--- src/hw/dtimMapPkg.sv ---
package dtimMapPkg;

  //////////////////////////////////////////////////////////////////////
  // Sizing
  //////////////////////////////////////////////////////////////////////

  // Native data and address width of the load/store unit
  localparam int Xlen = 32;

  //////////////////////////////////////////////////////////////////////
  // RAM window
  //////////////////////////////////////////////////////////////////////

  // The DTIM answers every address whose bits outside ramRange match ramBase
  localparam logic [31:0] ramBase = 32'h8000_0000;

  // Byte offset mask of the 4 KiB window
  // With 32-bit words this gives 1024 entries
  localparam logic [31:0] ramRange = 32'h0000_0FFF;

  //////////////////////////////////////////////////////////////////////
  // Configuration registers
  //////////////////////////////////////////////////////////////////////

  // Register index on the configuration port
  typedef logic [1:0] cfgAddrT;

  // Lock control register where bit 0 blocks all RAM writes
  localparam cfgAddrT cfgCtrl = 2'd0;

  // Address of the first access that missed the window (read only)
  localparam cfgAddrT cfgFaultAddr = 2'd1;

  // Fault flag in bit 0 that is cleared by writing a one
  localparam cfgAddrT cfgStatus = 2'd2;

endpackage
--- src/hw/dtimIfs.sv ---


// Side channel between the DTIM and its configuration block
interface dtimCfgIf;

  logic        writeLock;
  logic        faultSet;
  logic [31:0] faultAdr;
  logic        faultValid;

  // Config block owns the lock and the sticky fault flag
  modport regs (output writeLock, faultValid, input faultSet, faultAdr);

  // DTIM reports faults and obeys the lock
  modport mem (input writeLock, faultValid, output faultSet, faultAdr);

endinterface

--- src/hw/dtimCfgRegs.sv ---
`timescale 1ns/1ns

module dtimCfgRegs
  import dtimMapPkg::*;
(
  input  logic        clk,
  input  logic        rstN,
  input  logic        cfgReq,
  input  logic        cfgWrite,
  input  cfgAddrT     cfgAddr,
  input  logic [31:0] cfgWriteData,
  output logic        cfgAck,
  output logic [31:0] cfgReadData,
  dtimCfgIf.regs      cfg
);

  // Handshake FSM states
  typedef enum logic {
    cfgIdle,
    cfgAcked
  } cfgStateT;

  cfgStateT    state;
  cfgStateT    stateNext;
  logic        access;
  logic        ctrlWrite;
  logic        statusClear;
  logic        writeLock;
  logic        faultValid;
  logic [31:0] faultAddr;
  logic [31:0] readMux;

  //////////////////////////////////////////////////////////////////////
  // Four-phase handshake
  //////////////////////////////////////////////////////////////////////

  // Idle waits for a request and Acked waits for the request to drop
  always_comb begin
    stateNext = state;
    case (state)
      cfgIdle:  if (cfgReq) stateNext = cfgAcked;
      cfgAcked: if (!cfgReq) stateNext = cfgIdle;
      default:  stateNext = cfgIdle;
    endcase
  end

  always_ff @(posedge clk or negedge rstN) begin
    if (!rstN) begin
      state <= cfgIdle;
    end else begin
      state <= stateNext;
    end
  end

  // The ack comes straight from the state register
  // So it follows each edge of cfgReq by exactly one cycle
  assign cfgAck = (state == cfgAcked);

  // The access itself happens once, in the cycle the request is first seen
  assign access      = (state == cfgIdle) & cfgReq;
  assign ctrlWrite   = access & cfgWrite & (cfgAddr == cfgCtrl);
  assign statusClear = access & cfgWrite & (cfgAddr == cfgStatus) & cfgWriteData[0];

  //////////////////////////////////////////////////////////////////////
  // Registers
  //////////////////////////////////////////////////////////////////////

  // CTRL bit 0 locks the RAM against stores
  always_ff @(posedge clk or negedge rstN) begin
    if (!rstN) begin
      writeLock <= 1'b0;
    end else if (ctrlWrite) begin
      writeLock <= cfgWriteData[0];
    end
  end

  // Sticky fault flag
  // A new fault beats a clear in the same cycle
  always_ff @(posedge clk or negedge rstN) begin
    if (!rstN) begin
      faultValid <= 1'b0;
    end else if (cfg.faultSet) begin
      faultValid <= 1'b1;
    end else if (statusClear) begin
      faultValid <= 1'b0;
    end
  end

  // The DTIM only raises faultSet while faultValid is low
  // So this keeps the first offending address
  always_ff @(posedge clk or negedge rstN) begin
    if (!rstN) begin
      faultAddr <= '0;
    end else if (cfg.faultSet) begin
      faultAddr <= cfg.faultAdr;
    end
  end

  //////////////////////////////////////////////////////////////////////
  // Read data
  //////////////////////////////////////////////////////////////////////

  always_comb begin
    case (cfgAddr)
      cfgCtrl:      readMux = {31'b0, writeLock};
      cfgFaultAddr: readMux = faultAddr;
      cfgStatus:    readMux = {31'b0, faultValid};
      default:      readMux = '0;
    endcase
  end

  // Captured at the access so it stays valid through the whole ack phase
  always_ff @(posedge clk) begin
    if (access) begin
      cfgReadData <= readMux;
    end
  end

  assign cfg.writeLock  = writeLock;
  assign cfg.faultValid = faultValid;

endmodule

--- src/flat_wrapper.sv ---
// flat-port wrapper written by rule: the top's interface ports become plain ports
module dtimCfgRegs_flat import dtimMapPkg::*;
  (clk, rstN, cfgReq, cfgWrite, cfgAddr, cfgWriteData, cfgAck, cfgReadData, cfg_writeLock, cfg_faultValid, cfg_faultSet, cfg_faultAdr);
  dtimCfgIf cfg_i ();
  input  logic clk;
  input  logic rstN;
  input  logic cfgReq;
  input  logic cfgWrite;
  input  cfgAddrT cfgAddr;
  input  logic [31:0] cfgWriteData;
  output logic cfgAck;
  output logic [31:0] cfgReadData;
  output wire logic [$bits(cfg_i.writeLock)-1:0] cfg_writeLock;
  output wire logic [$bits(cfg_i.faultValid)-1:0] cfg_faultValid;
  input wire logic [$bits(cfg_i.faultSet)-1:0] cfg_faultSet;
  input wire logic [$bits(cfg_i.faultAdr)-1:0] cfg_faultAdr;
  assign cfg_writeLock = cfg_i.writeLock;
  assign cfg_faultValid = cfg_i.faultValid;
  assign cfg_i.faultSet = cfg_faultSet;
  assign cfg_i.faultAdr = cfg_faultAdr;
  dtimCfgRegs u_core (.clk(clk), .rstN(rstN), .cfgReq(cfgReq), .cfgWrite(cfgWrite), .cfgAddr(cfgAddr), .cfgWriteData(cfgWriteData), .cfgAck(cfgAck), .cfgReadData(cfgReadData), .cfg(cfg_i));
endmodule
--- config.mk ---
export PLATFORM = sky130hd
export DESIGN_NAME = dtimCfgRegs_flat
export DESIGN_NICKNAME = d
export VERILOG_FILES = /design/src/hw/dtimMapPkg.sv /design/src/hw/dtimIfs.sv /design/src/hw/dtimCfgRegs.sv /design/src/flat_wrapper.sv
export SDC_FILE = /design/constraint.sdc
export NUM_CORES = 1
export LEC_CHECK = 0
export ABC_AREA = 0
export BUFFER_PORTS_ARGS = -buffer_cell sky130_fd_sc_hd__buf_2
export CAP_MARGIN = 10
export CELL_PAD_IN_SITES_DETAIL_PLACEMENT = 0
export CELL_PAD_IN_SITES_GLOBAL_PLACEMENT = 1
export CORE_MARGIN = 2
export CORE_UTILIZATION = 34
export CTS_CLUSTER_SIZE = 40
export DETAILED_ROUTE_END_ITERATION = 6
export PLACE_DENSITY = 0.79
export SYNTH_ARGS = -nofsm -noshare
export SYNTH_HDL_FRONTEND = slang
export SYNTH_SLANG_ARGS = --single-unit
--- constraint.sdc ---
create_clock -name clk -period 2.37 [get_ports clk]
set_clock_uncertainty 0.15 [all_clocks]
set_input_delay 0.1185 -clock clk [delete_from_list [all_inputs] [get_ports clk]]
set_output_delay 0.1185 -clock clk [all_outputs]
set_load 0.01 [all_outputs]
==> results.sh <==
export IMPL_ant_nets=0
export IMPL_drc_errors=0
export IMPL_maxCapViolCount=0
export IMPL_cp_slowest_cell="nor2b_2"
export IMPL_area_delta_synth_final_pct=40.11
export IMPL_grt_pass1_wl_mm=7.383
export IMPL_cts_tree="yes"
export IMPL_yosys_warnings=0
export IMPL_power_density_mw_per_mm2=688.6
export IMPL_slew_violations=0
export IMPL_crit_end="u_core.cfgReadData[10]"
export IMPL_routed_wl_mm=4.535
export IMPL_grt_setup_unrepaired="no"
export IMPL_std_cell_rows=31
export IMPL_cts_max_path_buffers=2
export IMPL_crit_start="cfgAddr[1]"
export IMPL_reg2reg_setup_slack_ns=0.81
export IMPL_crit_arrival_ns=1.83
export IMPL_dr_first_iter_drc_count=36
export IMPL_slowest_delay_ns=0.77
export IMPL_synthTopCellsByArea="edfxtp_1, dfrtp_1, mux2_2, and2_1, buf_4"
export IMPL_h_tree_depth=3
export IMPL_crit_chain="dlygate4sd3_1 > buf_2 > nor2b_2 > and2_1"
export IMPL_min_period_ns=1.783
export IMPL_root_buffer="clkbuf_8"
export IMPL_netlist_area_leader_share_pct=38.17
export IMPL_cp_depth=4
export IMPL_slew_headroom_pct=33.53
export IMPL_grt_max_degree=36
export IMPL_die_area_mm2=0.008108
export IMPL_ir_worst_vdd_v=0.0003427
export IMPL_place_congestion=0.6364
export IMPL_io_pins=106
export IMPL_critPathBufInv=2
export IMPL_cts_sinks=67
export IMPL_setup_tns_ns=0
export IMPL_core_mm2=0.007214
export IMPL_met2WireLength_mm=2.299
export IMPL_n_antenna_cell=0
export IMPL_holdPathStages=3
export IMPL_outcome="completed"
export IMPL_grt_total_usage_pct=11.85
export IMPL_hold_path_class="in2reg"
export IMPL_required_ns=2.42
export IMPL_yosysTopAreaCell="edfxtp_1"
export IMPL_met3_length_um=235
export IMPL_syn_inst=147
export IMPL_r2r_start="u_core.cfgAck"
export IMPL_final_area_mm2=0.003527
export IMPL_tightest_slew_ns=0.9926
export IMPL_min_period_over_period_pct=75.22
export IMPL_vias=1546
export IMPL_fmax_ghz=0.5609
export IMPL_leakagePower_nw=1.512
export IMPL_cp_start_kind="input pin"
export IMPL_fin_util_pct=48.89
export IMPL_layout_drive_gt1_share_pct=46.27
export IMPL_syn_nets=218
export IMPL_first_pass_iters=4
export IMPL_die_w_um=90.05
export IMPL_wl_met1_mm=1.906
export IMPL_crit_type="in2reg"
export IMPL_avgSynthCellArea_um2=17.13
export IMPL_setup_violations_final=0
export IMPL_synth_yosys_seq_area_share_pct=72.96
export IMPL_top_layer="met4"
export IMPL_viasPerCell=4.213
export IMPL_placed_area_mm2=0.002992
export IMPL_finalHoldViolCount=0
export IMPL_crit_family="simple AND/OR/NAND/NOR gates"
export IMPL_grt_ovfl_total=0
export IMPL_start_util_pct=34.89
export IMPL_ys_seq_elements=67
export IMPL_numCtsBuffers=9
export IMPL_clk_pin_slew_ns=0.07
export IMPL_netlist_area_mm2=0.002517
export IMPL_r2r_end="u_core.cfgReadData[26]"
export IMPL_antenna_found_initial=0
export IMPL_wl_per_cell_um=12.36
export IMPL_cp_end_kind="flip-flop"
export IMPL_portBuffers=74
export IMPL_nets=334
export IMPL_reg2regPathDepth=2
export IMPL_cp_max_fo=31
export IMPL_yosysUniqueCellTypes=17
export IMPL_grt_pass1_vias=1547
export IMPL_insertion_delay_ns=0.33
export IMPL_die_height_um=90.05
==> worst reg2reg max path, stage by stage (launching register included) <==
cell and delay [ns]:
dfrtp_1 0.41, nor2b_4 0.41, buf_4 0.29
==> Yosys cell counts, drive strengths merged <==
cell type  instances
a21o               1
nor2b              2
edfxtp            32
nand3              1
and2              31
nand2b             1
nand3b             1
dfrtp             35
buf                4
mux2              33
mux2i              1
clkbuf             3
and4bb             1
o21ai              1
==> sequential cells by signal, summed over array words and instances, names as in the netlist <==
register and count:
u_core.cfg.faultValid 1, u_core.cfgAck 1, u_core.cfg.writeLock 1, u_core.faultAddr 32, u_core.cfgReadData 32
==> metrics by stage <==
stage               hold WS (ns)  power [W]  setup slack (ns)  cells
global route             0.07893   0.002543            0.4256    367
detailed placement        0.1109   0.001580            0.7054    315
floorplan                -0.3271   0.001485            0.5267    147
CTS                      0.04271   0.002464            0.5277    367
global placement          0.1053   0.001574            0.7234    315
finish                   0.06857   0.002429            0.5872    367
==> routing by layer <==
layer / track usage, % / vias to the layer above
li1: - / 753
met1: 13.62 / 735
met2: 19.61 / 48
met3: 3.521 / 10
met4: 6.923 / 0
met5: 0 / -
==> cell families after synthesis <==
| group | after synthesis | synth area share [%] |
|---|---|---|
| flip-flops | 67 | 72.96 |
| buffers and inverters | 7 | 1.689 |
| AND/OR/NAND/NOR | 37 | 9.543 |
| AO/OA/AOI/OAI | 2 | 0.4969 |
| multiplexers | 34 | 15.31 |
==> how the worst min path moves through the flow <==
stage	startpoint	to
finish	cfgAddr[0]	u_core.cfgReadData[0]
CTS	cfgAddr[0]	u_core.cfgReadData[0]
global placement	cfgReq	u_core.cfgAck
floorplan	rstN	u_core.cfg.faultValid
global route	cfgAddr[0]	u_core.cfgReadData[0]
detailed placement	rstN	u_core.cfg.faultValid
==> power breakdown <==
part | total [W] | leakage [nW] | internal, W | switching [W]
Combinational | 0.000256 | 0.710 | 0.000153 | 0.000103
Clock | 0.000830 | 0.0867 | 0.000437 | 0.000394
Sequential | 0.00134 | 0.716 | 0.00131 | 0.0000326
==> cell usage in the layout (no fill, tap or decap) <==
cell type	count
clkbuf_1	3
o21ai_0	1
nor2b_2	1
buf_4	2
nand3b_1	1
buf_2	74
clkbuf_8	11
dlygate4sd3_1	36
and2_1	31
mux2_2	32
dfrtp_1	35
a21o_1	1
and4bb_1	1
clkinv_2	1
mux2_4	1
nor2b_4	1
nand2b_1	1
mux2i_1	1
clkinvlp_4	1
edfxtp_1	32
nand3_1	1
==> area by class of cell <==
class / count / area [µm²]
Clock buffer: 14 / 162.7
Timing Repair Buffer: 112 / 745.7
Fill cell: 676 / 3687
Tap cell: 99 / 123.9
Clock inverter: 2 / 12.51
Sequential cell: 67 / 1837
Multi-Input combinational cell: 73 / 645.6
==> what timing repair did <==
item	in CTS	in global routing
endpoints found under the hold margin	71	0
resized for setup	0	0
hold buffers	36	0
setup buffers	0	0
(Power assumes the default switching activity.)
