$ cat config.mk
export PLATFORM = sky130hd
export DESIGN_NAME = lsuMemStage_flat
export DESIGN_NICKNAME = d
export VERILOG_FILES = /design/src/hw/lsuPkg.sv /design/src/hw/dtimMapPkg.sv /design/src/hw/dtimIfs.sv /design/src/hw/lsuMemStage.sv /design/src/flat_wrapper.sv
export SDC_FILE = /design/constraint.sdc
export NUM_CORES = 1
export LEC_CHECK = 0
export BUFFER_PORTS_ARGS = -buffer_cell sky130_fd_sc_hd__buf_2
export CAP_MARGIN = 25
export CORE_MARGIN = 2
export CORE_UTILIZATION = 44
export CTS_BUF_LIST = sky130_fd_sc_hd__clkbuf_4
export CTS_CLUSTER_SIZE = 25
export DETAILED_ROUTE_END_ITERATION = 12
export PLACE_DENSITY = 0.95
export SYNTH_ARGS = -nofsm -noshare
export SYNTH_HDL_FRONTEND = slang
export SYNTH_SLANG_ARGS = --single-unit
$ cat constraint.sdc
create_clock -name clk -period 1.61 [get_ports clk]
set_input_delay 0.322 -clock clk [delete_from_list [all_inputs] [get_ports clk]]
set_output_delay 0.322 -clock clk [all_outputs]
set_load 0.02 [all_outputs]
$ cat src/hw/lsuPkg.sv
package lsuPkg;

  //////////////////////////////////////////////////////////////////////
  // Request encoding
  //////////////////////////////////////////////////////////////////////

  // The LSU request code travels with the access down the pipeline
  // Bit 1 marks a read and bit 0 marks a write
  // Downstream logic may test either bit directly instead of the full code
  // The code 2'b11 is never issued by the LSU
  typedef enum logic [1:0] {
    // No memory access in this slot
    rwmNone  = 2'b00,
    // Store with byte mask
    rwmWrite = 2'b01,
    // Load of a full word
    rwmRead  = 2'b10
  } rwmT;

  // A bubble in the pipeline is always carried as rwmNone
  // Reset and flushes both load this value into the M stage

endpackage

$ cat src/hw/dtimMapPkg.sv
package dtimMapPkg;

  //////////////////////////////////////////////////////////////////////
  // Sizing
  //////////////////////////////////////////////////////////////////////

  // Native data and address width of the load/store unit
  localparam int Xlen = 32;

  //////////////////////////////////////////////////////////////////////
  // RAM window
  //////////////////////////////////////////////////////////////////////

  // The DTIM answers every address whose bits outside ramRange match ramBase
  localparam logic [31:0] ramBase = 32'h8000_0000;

  // Byte offset mask of the 4 KiB window
  // With 32-bit words this gives 1024 entries
  localparam logic [31:0] ramRange = 32'h0000_0FFF;

  //////////////////////////////////////////////////////////////////////
  // Configuration registers
  //////////////////////////////////////////////////////////////////////

  // Register index on the configuration port
  typedef logic [1:0] cfgAddrT;

  // Lock control register where bit 0 blocks all RAM writes
  localparam cfgAddrT cfgCtrl = 2'd0;

  // Address of the first access that missed the window (read only)
  localparam cfgAddrT cfgFaultAddr = 2'd1;

  // Fault flag in bit 0 that is cleared by writing a one
  localparam cfgAddrT cfgStatus = 2'd2;

endpackage
$ cat src/hw/dtimIfs.sv
`timescale 1ns/1ns

// Access as it moves from E into M, seen by the DTIM
interface memStageIf
  import dtimMapPkg::*, lsuPkg::*;
#(
  parameter int dataWidth = Xlen
);

  // Execute stage address, used to start the RAM read early
  logic [dataWidth-1:0]   adrE;

  // Registered memory stage access
  logic [dataWidth-1:0]   adrM;
  rwmT                    rwmM;
  logic [dataWidth-1:0]   writeDataM;
  logic [dataWidth/8-1:0] byteMaskM;

  // Pipeline stall and trap of the instruction in M
  logic                   busy;
  logic                   trapM;

  // The pipeline register drives everything
  modport stage (
    output adrE, adrM, rwmM, writeDataM, byteMaskM, busy, trapM
  );

  // The DTIM only looks at the access
  modport mem (
    input adrE, adrM, rwmM, writeDataM, byteMaskM, busy, trapM
  );

endinterface


$ cat src/hw/lsuMemStage.sv
`timescale 1ns/1ns

module lsuMemStage
  import dtimMapPkg::*, lsuPkg::*;
#(
  parameter int dataWidth = Xlen
) (
  input  logic                   clk,
  input  logic                   rstN,
  input  logic [dataWidth-1:0]   ieuAdrE,
  input  rwmT                    rwmE,
  input  logic [dataWidth-1:0]   writeDataE,
  input  logic [dataWidth/8-1:0] byteMaskE,
  input  logic                   cpuBusy,
  input  logic                   trapM,
  memStageIf.stage               ms
);

  // Registered M-stage copy of the access
  logic [dataWidth-1:0]   adrM;
  rwmT                    rwmM;
  logic [dataWidth-1:0]   writeDataM;
  logic [dataWidth/8-1:0] byteMaskM;

  //////////////////////////////////////////////////////////////////////
  // E to M register
  //////////////////////////////////////////////////////////////////////

  // The request code decides whether M holds a real access
  // A reset leaves a bubble in M so that nothing is written or faulted
  always_ff @(posedge clk or negedge rstN) begin
    if (!rstN) begin
      rwmM <= rwmNone;
    end else if (!cpuBusy) begin
      rwmM <= rwmE;
    end
  end

  // On a stall everything holds and the access stays in M
  always_ff @(posedge clk) begin
    if (!cpuBusy) begin
      adrM       <= ieuAdrE;
      writeDataM <= writeDataE;
      byteMaskM  <= byteMaskE;
    end
  end

  //////////////////////////////////////////////////////////////////////
  // Outputs to the DTIM
  //////////////////////////////////////////////////////////////////////

  // The E address goes straight through so the RAM read can start in E
  assign ms.adrE       = ieuAdrE;
  assign ms.adrM       = adrM;
  assign ms.rwmM       = rwmM;
  assign ms.writeDataM = writeDataM;
  assign ms.byteMaskM  = byteMaskM;

  // Stall and trap belong to the current cycle and are not delayed
  assign ms.busy  = cpuBusy;
  assign ms.trapM = trapM;

endmodule

$ cat src/flat_wrapper.sv
// flat-port wrapper written by rule: the top's interface ports become plain ports
module lsuMemStage_flat import dtimMapPkg::*, lsuPkg::*;
#(
  parameter int dataWidth = Xlen
)
  (clk, rstN, ieuAdrE, rwmE, writeDataE, byteMaskE, cpuBusy, trapM, ms_adrE, ms_adrM, ms_rwmM, ms_writeDataM, ms_byteMaskM, ms_busy, ms_trapM);
  memStageIf #(.dataWidth(dataWidth)) ms_i ();
  input  logic clk;
  input  logic rstN;
  input  logic [dataWidth-1:0] ieuAdrE;
  input  rwmT rwmE;
  input  logic [dataWidth-1:0] writeDataE;
  input  logic [dataWidth/8-1:0] byteMaskE;
  input  logic cpuBusy;
  input  logic trapM;
  output wire logic [$bits(ms_i.adrE)-1:0] ms_adrE;
  output wire logic [$bits(ms_i.adrM)-1:0] ms_adrM;
  output wire logic [$bits(ms_i.rwmM)-1:0] ms_rwmM;
  output wire logic [$bits(ms_i.writeDataM)-1:0] ms_writeDataM;
  output wire logic [$bits(ms_i.byteMaskM)-1:0] ms_byteMaskM;
  output wire logic [$bits(ms_i.busy)-1:0] ms_busy;
  output wire logic [$bits(ms_i.trapM)-1:0] ms_trapM;
  assign ms_adrE = ms_i.adrE;
  assign ms_adrM = ms_i.adrM;
  assign ms_rwmM = ms_i.rwmM;
  assign ms_writeDataM = ms_i.writeDataM;
  assign ms_byteMaskM = ms_i.byteMaskM;
  assign ms_busy = ms_i.busy;
  assign ms_trapM = ms_i.trapM;
  lsuMemStage #(.dataWidth(dataWidth)) u_core (.clk(clk), .rstN(rstN), .ieuAdrE(ieuAdrE), .rwmE(rwmE), .writeDataE(writeDataE), .byteMaskE(byteMaskE), .cpuBusy(cpuBusy), .trapM(trapM), .ms(ms_i));
endmodule
==> results_dict.tcl, run 1 <==
set metrics [dict create \
    status "finished, final reports clean" \
    die_w_um 77.45 \
    dieArea_um2 5998 \
    postSynthCellCount 107 \
    routed_wl_um 4763 \
    yosys_warnings 0 \
    syn_nets 181 \
    critPathSlowestCell "edfxtp_1" \
    period_share_pct 77.78 \
    fin_cells 336 \
    final-setup-viol-count 0 \
    worst_slew_pin_slew_ns 0.2419 \
    vias 1431 \
    synth_cell_types 5 \
    cts.reportedPaths.clkPinSlew_ns 0.11 \
    nets 336 \
    fin_skew_ns 0 \
    synth.most_common_cell "edfxtp_1" \
    netlist_area_um2 2374 \
    ys_ff_latch 70 \
    rows 26 \
    cts_made_buffers 9 \
    port_buffers 175 \
    die_y_um 77.45 \
    synth_top_area_cell "edfxtp_1" \
    vdd_drop_max_v 0.0007939 \
    fin_tns_setup_ns 0 \
    grt_use_total_pct 15.99 \
    ant_nets 0 \
    critPathLaunchType "register" \
    synth_common_cells "edfxtp_1, buf_4, dfrtp_1, mux2_2, inv_1" \
    cts_max_level 3 \
    grt_pass1_vias 1377 \
    maxSlewHeadroom_pct 83.87 \
    cp_max_fo 1 \
    grt-ovfl-total 0 \
    post-synth-top-area-fraction_pct 86.03 \
    slew_viol_final 0 \
    placed_cells 320 \
    synth_edf_count 68 \
    grt_pass1_wl_um 6989 \
    ys.flop_type "edfxtp_1" \
    root_buffer "clkbuf_4" \
    final_util_pct 62.36 \
    drv_cap 0 \
    num_io_pins 178 \
    firstDrtPassIters 4 \
    n_antenna_cell 0 \
    clk_latency_ns 0.36 \
    path_buf_inv 1 \
    post_cts_buffers 0 \
    cp-end-kind "output pin" \
    cts_sinks 70 \
    critical-path-max-stage-delay_ns 0.39 \
    ys_seq_area_share_pct 88.14 \
    fillCellCount 406 \
    initial_utilization_pct 45.89 \
    syn_to_final_growth_pct 35.90 \
    stdcell_area_um2 3226 \
    critPathTopFamily "flip-flops" \
    max_freq_mhz 798.5 \
    core_um2 5172 \
    power.leakage_nw 1.466 \
    avgViaCountPerCell 4.259 \
    path_cells "buf_2" \
    syn_area_per_cell_um2 22.18 \
    synth_area_leaders "edfxtp_1, buf_4, dfrtp_1, mux2_2, inv_1" \
    rsz0062_at_grt "false" \
    dpl_cell_area_um2 3113 \
    crit_type "register to output pin" \
    route.detailed.drc 0 \
    worstPathArrival_ns 0.93 \
    period_needed_ns 1.252 \
    power_mw 3.626 \
    hold_violations 0 \
    grt_max_degree 49 \
    hp-class "input pin to register" \
    antenna_found_initial 0 \
    synthArstFlopShare_pct 2.857 \
    avgRoutedWirePerCell_um 14.18 \
    cp.required_ns 1.29 \
    gp_congestion 0.7112 \
    drt_iter0_markers 26 \
    drive_gt1_share_pct 72.56 \
    power_density_nw_per_um2 1124 \
    cts_tree "done" \
    clockBufferDepth 2 \
]
-- cells by family (layout without fill, tap and decap cells) --
logic type	after synthesis	count (layout)	share of synthesized area (%)
flip-flops	70	70	88.14
buffers and inverters	35	194	10.91
multiplexers	2	2	0.9488
-- power breakdown --
group          switching (mW)  total (mW)  internal (mW)
Sequential             0.0321        2.19           2.15
Combinational           0.374       0.569          0.195
Clock                   0.519       0.870          0.351
-- layout make-up --
| class | count | area (µm²) | share of cell area, % |
|---|---|---|---|
| clock inverter | 3 | 12.51 | 0.3879 |
| timing repair buffer | 178 | 913.4 | 28.32 |
| inverter | 1 | 7.507 | 0.2327 |
| multi-input combinational | 2 | 22.52 | 0.6982 |
| sequential | 70 | 2092 | 64.86 |
| clock buffer | 12 | 90.09 | 2.793 |
| tap | 70 | 87.58 | 2.715 |
-- per-layer routing --
| metal | wire length, µm | part of all wire, % | vias up | global-route usage [%] |
|---|---|---|---|---|
| met2 | 2454 | 52 | 108 | 27.74 |
| met3 | 562 | 12 | 11 | 6.628 |
| met4 | 93 | 2.0 | 0 | 9.286 |
| met5 | 0 | 0 | - | 0 |
| li1 | - | - | 673 | - |
| met1 | 1653 | 35 | 639 | 16.05 |
-- cell usage in the layout, fill, tap and decap left out --
cell type / count
buf_12: 1
buf_2: 175
buf_4: 1
clkbuf_4: 12
clkinv_1: 2
clkinv_2: 1
clkinvlp_4: 1
dfrtp_1: 2
dlygate4sd3_1: 1
edfxtp_1: 68
mux2_2: 2
-- stage by stage --
stage | worst slack (ns) | hold slack [ns]
after floorplan | -0.04520 | 0.02641
after global placement | 0.4878 | 0.1063
after detailed placement | 0.4600 | 0.1154
after CTS | 0.3184 | 0.07904
after global routing | 0.2833 | 0.07555
final | 0.3577 | 0.1148
-- path summary, 6_finish.rpt --
check,slack (ns),end,start,cells past startpoint
hold reg to reg,0.52,u_core.ms.rwmM[1]$_DFFE_PN0N_,u_core.ms.rwmM[1]$_DFFE_PN0N_,1
min in group asynchronous,0.25,u_core.ms.rwmM[1]$_DFFE_PN0N_,rstN,2
setup reg to reg,0.83,u_core.ms.rwmM[0]$_DFFE_PN0N_,u_core.ms.rwmM[0]$_DFFE_PN0N_,1
setup / recovery,0.36,ms_adrM[3],u_core.ms.adrM[3]$_DFFE_PN_,1
hold / removal,0.11,u_core.ms.byteMaskM[1]$_DFFE_PN_,byteMaskE[1],1
max in group asynchronous,1.24,u_core.ms.rwmM[0]$_DFFE_PN0N_,rstN,2
-- sequential cells by signal (all words and copies together) (netlist names) --
name / count
u_core.ms.writeDataM: 32
u_core.ms.byteMaskM: 4
u_core.ms.rwmM: 2
u_core.ms.adrM: 32
-- what timing repair did --
action / CTS / global route
hold endpoints to repair: 2 / 0
gates resized for setup: 0 / 0
hold buffers: 1 / 0
No activity file was read; power rests on OpenSTA's default activity.
==> run 2: changes to the inputs <==
--- a/config.mk
+++ b/config.mk
@@ -5,14 +5,15 @@
 export SDC_FILE = /design/constraint.sdc
 export NUM_CORES = 1
 export LEC_CHECK = 0
+export ABC_AREA = 1
 export BUFFER_PORTS_ARGS = -buffer_cell sky130_fd_sc_hd__buf_2
 export CAP_MARGIN = 25
 export CORE_MARGIN = 2
-export CORE_UTILIZATION = 44
+export CORE_UTILIZATION = 37
 export CTS_BUF_LIST = sky130_fd_sc_hd__clkbuf_4
 export CTS_CLUSTER_SIZE = 25
 export DETAILED_ROUTE_END_ITERATION = 12
-export PLACE_DENSITY = 0.95
+export PLACE_DENSITY = 0.89
 export SYNTH_ARGS = -nofsm -noshare
 export SYNTH_HDL_FRONTEND = slang
 export SYNTH_SLANG_ARGS = --single-unit
==> constraint.sdc (replaced) <==
create_clock -name clk -period 1.08 [get_ports clk]
set_input_delay 0.216 -clock clk [delete_from_list [all_inputs] [get_ports clk]]
set_output_delay 0.216 -clock clk [all_outputs]
set_load 0.02 [all_outputs]
==> results_dict.tcl, run 2 <==
set metrics [dict create \
    port_buffers 175 \
    worst_hold_startpoint "cpuBusy" \
    grt-ovfl-total 0 \
    synth_cell_types 5 \
    rows 29 \
    cts_tree "done" \
    violations "negative setup slack" \
    synth_edf_count 68 \
    grt_pass1_wl_um 9501 \
    hp-class "input pin to register" \
    final_cell_mix "buf_2, dlygate4sd3_1, edfxtp_1, buf_6, clkbuf_4" \
    placed_cells 332 \
    cts_made_buffers 9 \
    synth.most_common_cell "edfxtp_1" \
    grt_max_degree 30 \
    hold_violations 0 \
    root_buffer "clkbuf_4" \
    vias 1813 \
    use_met1_pct 18.49 \
    ys_seq_area_share_pct 88.14 \
    whs_path_depth 3 \
    drv_cap 0 \
    status "complete, but fails checks" \
    syn_nets 185 \
    rr_startpoint "u_core.ms.rwmM[0]$_DFFE_PN0N_" \
    power_density_nw_per_um2 1474 \
    postSynthCellCount 111 \
    maxSlewHeadroom_pct 89.16 \
    cp-end-kind "output pin" \
    routed_wl_um 6454 \
    critical-path-max-stage-delay_ns 0.43 \
    gp_congestion 0.6981 \
    num_io_pins 178 \
    drive_gt1_share_pct 56.98 \
    yosys_warnings 0 \
    synthArstFlopShare_pct 2.857 \
    worst_slew_pin_slew_ns 0.1626 \
    reg2reg_to "u_core.ms.rwmM[0]$_DFFE_PN0N_" \
    firstDrtPassIters 4 \
    cts_sinks 70 \
    grtUsageMet3_pct 6.825 \
    slew_viol_final 0 \
    top_regs "u_core.ms.adrM: 32 flops, u_core.ms.writeDataM: 32 flops, u_core.ms.byteMaskM: 4 flops" \
    period_needed_ns 1.214 \
    antenna_found_initial 1 \
    use_met2_pct 32.61 \
    worstPathArrival_ns 1.00 \
    critPathTopFamily "flip-flops" \
    cts.reportedPaths.clkPinSlew_ns 0.12 \
    post-synth-top-area-fraction_pct 86.03 \
    core_um2 6277 \
    max_freq_mhz 823.8 \
    initial_utilization_pct 37.81 \
    synth_top_area_cell "edfxtp_1" \
    synth_area_leaders "edfxtp_1, buf_4, dfrtp_1, nand2_1, inv_2" \
    rsz0062_at_grt "true" \
    grt_pass1_vias 1987 \
    ys.flop_type "edfxtp_1" \
    avgViaCountPerCell 4.296 \
    cp_max_fo 1 \
    syn_to_final_growth_pct 82.24 \
    synth_common_cells "edfxtp_1, buf_4, nand2_1, dfrtp_1, inv_2" \
    avgRoutedWirePerCell_um 15.29 \
    r2r_slack_ns 0.19 \
    clockBufferDepth 2 \
    final-setup-viol-count 70 \
    clk_latency_ns 0.41 \
    fin_skew_ns 0 \
    cp.required_ns 0.86 \
    vdd_drop_max_v 0.0009889 \
    path_cells "buf_6" \
    die_y_um 84.10 \
    top_usage_layer "met2" \
    netlist_area_um2 2374 \
    layout_setup_ws_ns -0.1340 \
    final_common_cell "buf_2" \
    drt_iter0_markers 68 \
    syn_area_per_cell_um2 21.38 \
    min_to "u_core.ms.rwmM[1]$_DFFE_PN0N_" \
    crit_type "register to output pin" \
    ant_nets 0 \
    final_util_pct 68.91 \
    critPathLaunchType "register" \
    fillCellCount 427 \
    dieArea_um2 7072 \
    path_buf_inv 1 \
    cts_max_level 3 \
    power.leakage_nw 1.912 \
    grt_use_total_pct 18.20 \
    critPathSlowestCell "edfxtp_1" \
    period_share_pct 112.4 \
    nets 413 \
    die_w_um 84.10 \
    route.detailed.drc 0 \
    fin_cells 422 \
    ys_ff_latch 70 \
    ff2ff_path_depth 4 \
]
[run 2: cell types whose count changed after synthesis]
cell / previous run / this run
mux2_2: 2 / 0
nand2_1: 0 / 6
inv_1: 1 / 0
inv_2: 0 / 1
[run 2: report_power, final]
part | leakage (nW) | total [mW] | internal, mW | switching (mW)
Clock | 0.0794 | 1.84 | 0.923 | 0.913
Sequential | 0.690 | 3.30 | 3.22 | 0.0868
Combinational | 1.14 | 1.24 | 0.626 | 0.611
[run 2: through the flow]
stage	hold slack, ns	setup WS (ns)	total power [mW]	area (µm²)	TNS (ns)
after global placement	0.002357	0.1295	4.167	3153	0
after detailed placement	0.008142	0.1145	4.193	3153	0
final	0.07193	-0.1340	6.376	4325	-6.049
after CTS	0.04042	-0.1472	6.257	4109	-7.949
after floorplan	-0.07959	0.04005	3.842	2376	0
after global routing	0.06540	-0.1728	6.610	4325	-9.270
[run 2: cells by family (layout without fill, tap and decap cells)]
family / after synthesis / after routing / share of synthesized area (%)
other: 0 / 1 / 0
AND/OR/NAND/NOR: 6 / 6 / 0.9488
flip-flops: 70 / 70 / 88.14
buffers and inverters: 35 / 268 / 10.91
[run 2: layout make-up]
cell class	instances	area [µm²]	area share (%)
Clock inverter	7	88.84	2.054
Antenna cell	1	2.502	0.05785
Sequential cell	70	2092	48.37
Timing Repair Buffer	251	1949	45.07
Multi-Input combinational cell	6	22.52	0.5207
Inverter	1	6.256	0.1446
Clock buffer	9	67.56	1.562
Tap cell	77	96.34	2.227
[run 2: per-layer routing]
layer	share of wire (%)	vias to the layer above	wire length (µm)
met5	0	-	0
met4	2.2	0	145
met3	8.6	14	558
met2	55	108	3581
met1	34	855	2169
li1	-	836	-
[run 2: worst min-delay path: stages]
cell	delay, ns
buf_2	0.13
nand2_1	0.06
nand2_1	0.05
[run 2: worst max-delay path by stage]
stage,slack (ns),start,endpoint,depth (start not counted)
2_1_floorplan,0.04,cpuBusy,u_core.ms.adrM[0]$_DFFE_PN_,1
3_3_place_gp,0.13,cpuBusy,u_core.ms.writeDataM[4]$_DFFE_PN_,3
3_5_place_dp,0.11,cpuBusy,u_core.ms.writeDataM[4]$_DFFE_PN_,3
4_1_cts,-0.15,u_core.ms.adrM[13]$_DFFE_PN_,ms_adrM[13],1
5_1_grt,-0.17,u_core.ms.adrM[27]$_DFFE_PN_,ms_adrM[27],1
6_report,-0.13,u_core.ms.adrM[27]$_DFFE_PN_,ms_adrM[27],1
[run 2: timing repair]
action                                 4_1_cts  5_1_grt
buffers inserted                             1        1
resized for setup                           26       66
endpoints found under the hold margin       72        0
hold buffers                                71        0
setup endpoints to repair                   70       70
gates cloned                                 0        0
==> run 3: changes to the inputs <==
--- a/config.mk
+++ b/config.mk
@@ -5,7 +5,6 @@
 export SDC_FILE = /design/constraint.sdc
 export NUM_CORES = 1
 export LEC_CHECK = 0
-export ABC_AREA = 1
 export BUFFER_PORTS_ARGS = -buffer_cell sky130_fd_sc_hd__buf_2
 export CAP_MARGIN = 25
 export CORE_MARGIN = 2
==> results_dict.tcl, run 3 (same netlist as run 1, synthesis figures left out) <==
set metrics [dict create \
    r2r_slack_ns 0.29 \
    ff2ff_path_depth 1 \
    reg2reg_to "u_core.ms.rwmM[0]$_DFFE_PN0N_" \
    final_cell_mix "buf_2, dlygate4sd3_1, edfxtp_1, buf_6, clkbuf_4" \
    violations "negative setup slack" \
    hold_violations 0 \
    slew_viol_final 0 \
    num_io_pins 178 \
    vias 1707 \
    rsz0062_at_grt "true" \
    drv_cap 0 \
    grt_pass1_wl_um 8618 \
    p_sw_mw 1.520 \
    clk_latency_ns 0.38 \
    period_needed_ns 1.174 \
    initial_utilization_pct 37.81 \
    vdd_drop_max_v 0.0009793 \
    cts_tree "done" \
    firstDrtPassIters 4 \
    grt_use_total_pct 16.40 \
    placed_cells 327 \
    cp_max_fo 1 \
    maxSlewHeadroom_pct 86.42 \
    critPathSlowestCell "edfxtp_1" \
    route.detailed.drc 0 \
    drive_gt1_share_pct 58.51 \
    cts_made_buffers 9 \
    post_cts_buffers 0 \
    worst-path-stages 1 \
    cts.reportedPaths.clkPinSlew_ns 0.10 \
    power.share.clock_pct 26.0 \
    hp-class "input pin to register" \
    routed_wl_um 5731 \
    final-setup-viol-count 70 \
    critical-path-max-stage-delay_ns 0.42 \
    dpl_cell_area_um2 3134 \
    fin_cells 412 \
    root_buffer "clkbuf_4" \
    rows 29 \
    dp_hpwl_um 3744 \
    worst_slew_pin_slew_ns 0.2036 \
    max_freq_mhz 851.9 \
    path_buf_inv 1 \
    power_mw 6.093 \
    power_frac_seq_pct 54.2 \
    dieArea_um2 7072 \
    crit_start "u_core.ms.adrM[1]$_DFFE_PN_" \
    avgRoutedWirePerCell_um 13.91 \
    nets 404 \
    status "complete, but fails checks" \
    switching_share_pct 24.95 \
    fin_tns_setup_ns -4.418 \
    grt_max_degree 39 \
    final_common_cell "buf_2" \
    cp.required_ns 0.86 \
    rr_startpoint "u_core.ms.rwmM[0]$_DFFE_PN0N_" \
    critPathTopFamily "flip-flops" \
    syn_to_final_growth_pct 78.86 \
    power.leakage_nw 1.870 \
    drt_iter0_markers 35 \
    critPathLaunchType "register" \
    power_density_nw_per_um2 1435 \
    stdcell_area_um2 4245 \
    cts_sinks 70 \
    crit_type "register to output pin" \
    gp_congestion 0.7292 \
    period_share_pct 108.7 \
    worstPathArrival_ns 0.96 \
    clockBufferDepth 2 \
    grt_pass1_vias 1809 \
    die_y_um 84.10 \
    n_antenna_cell 0 \
    p_int_mw 4.573 \
    p_comb_share_pct 19.8 \
    fin_skew_ns 0 \
    ant_nets 0 \
    path_cells "buf_6" \
    grt-ovfl-total 0 \
    layout_setup_ws_ns -0.09378 \
    cp-end-kind "output pin" \
    top_regs "u_core.ms.adrM: 32 flops, u_core.ms.writeDataM: 32 flops, u_core.ms.byteMaskM: 4 flops" \
    die_w_um 84.10 \
    core_um2 6277 \
    cts_max_level 3 \
    antenna_found_initial 0 \
    port_buffers 175 \
    avgViaCountPerCell 4.143 \
    endpoint "ms_adrM[1]" \
]
-- run 3: per-stage QoR --
stage / hold slack [ns] / utilization (%) / setup WS, ns
final: 0.06658 / 67.63 / -0.09378
after global routing: 0.02194 / 67.63 / -0.1691
after CTS: 0.002356 / 64.48 / -0.1459
after detailed placement: 0.008619 / 49.93 / 0.06229
after global placement: 0.00009021 / 49.93 / 0.07696
after floorplan: -0.07959 / - / -0.4692
-- run 3: cell type report --
type,instances,area [µm²]
timing repair buffer,246,1894
fill,445,2032
multi-input combinational,2,22.52
clock inverter,5,50.05
sequential,70,2092
tap,77,96.34
inverter,1,7.507
clock buffer,11,82.58
-- run 3: power by group through the flow --
stage	sequential (mW)	clock, mW	combinational (mW)
after CTS	3.28	1.67	1.10
after global placement	3.32	0	0.841
after floorplan	3.62	0	0.227
final	3.30	1.58	1.20
after detailed placement	3.33	0	0.859
after global routing	3.32	1.78	1.26
-- run 3: how the worst min path moves through the flow --
stage,from,endpoint,slack [ns],cells past startpoint
final,rwmE[0],u_core.ms.rwmM[0]$_DFFE_PN0N_,0.07,2
after detailed placement,rstN,u_core.ms.rwmM[1]$_DFFE_PN0N_,0.009,1
after floorplan,rstN,u_core.ms.rwmM[0]$_DFFE_PN0N_,-0.08,0
after CTS,ieuAdrE[24],u_core.ms.adrM[24]$_DFFE_PN_,0.002,1
after global routing,rwmE[0],u_core.ms.rwmM[0]$_DFFE_PN0N_,0.02,2
after global placement,rstN,u_core.ms.rwmM[0]$_DFFE_PN0N_,0.00009,1
-- run 3: layer usage --
layer	wire length, µm	track usage (%)	vias up
li1	-	-	809
met1	1980	16.90	790
met2	3133	28.28	98
met3	518	6.627	10
met4	98	8.798	0
met5	0	0	-
-- run 3: repair_timing --
action,in CTS,in global routing
hold endpoints to repair,69,1
endpoints found under the setup margin,70,70
hold buffers,68,1
gates resized for setup,32,60
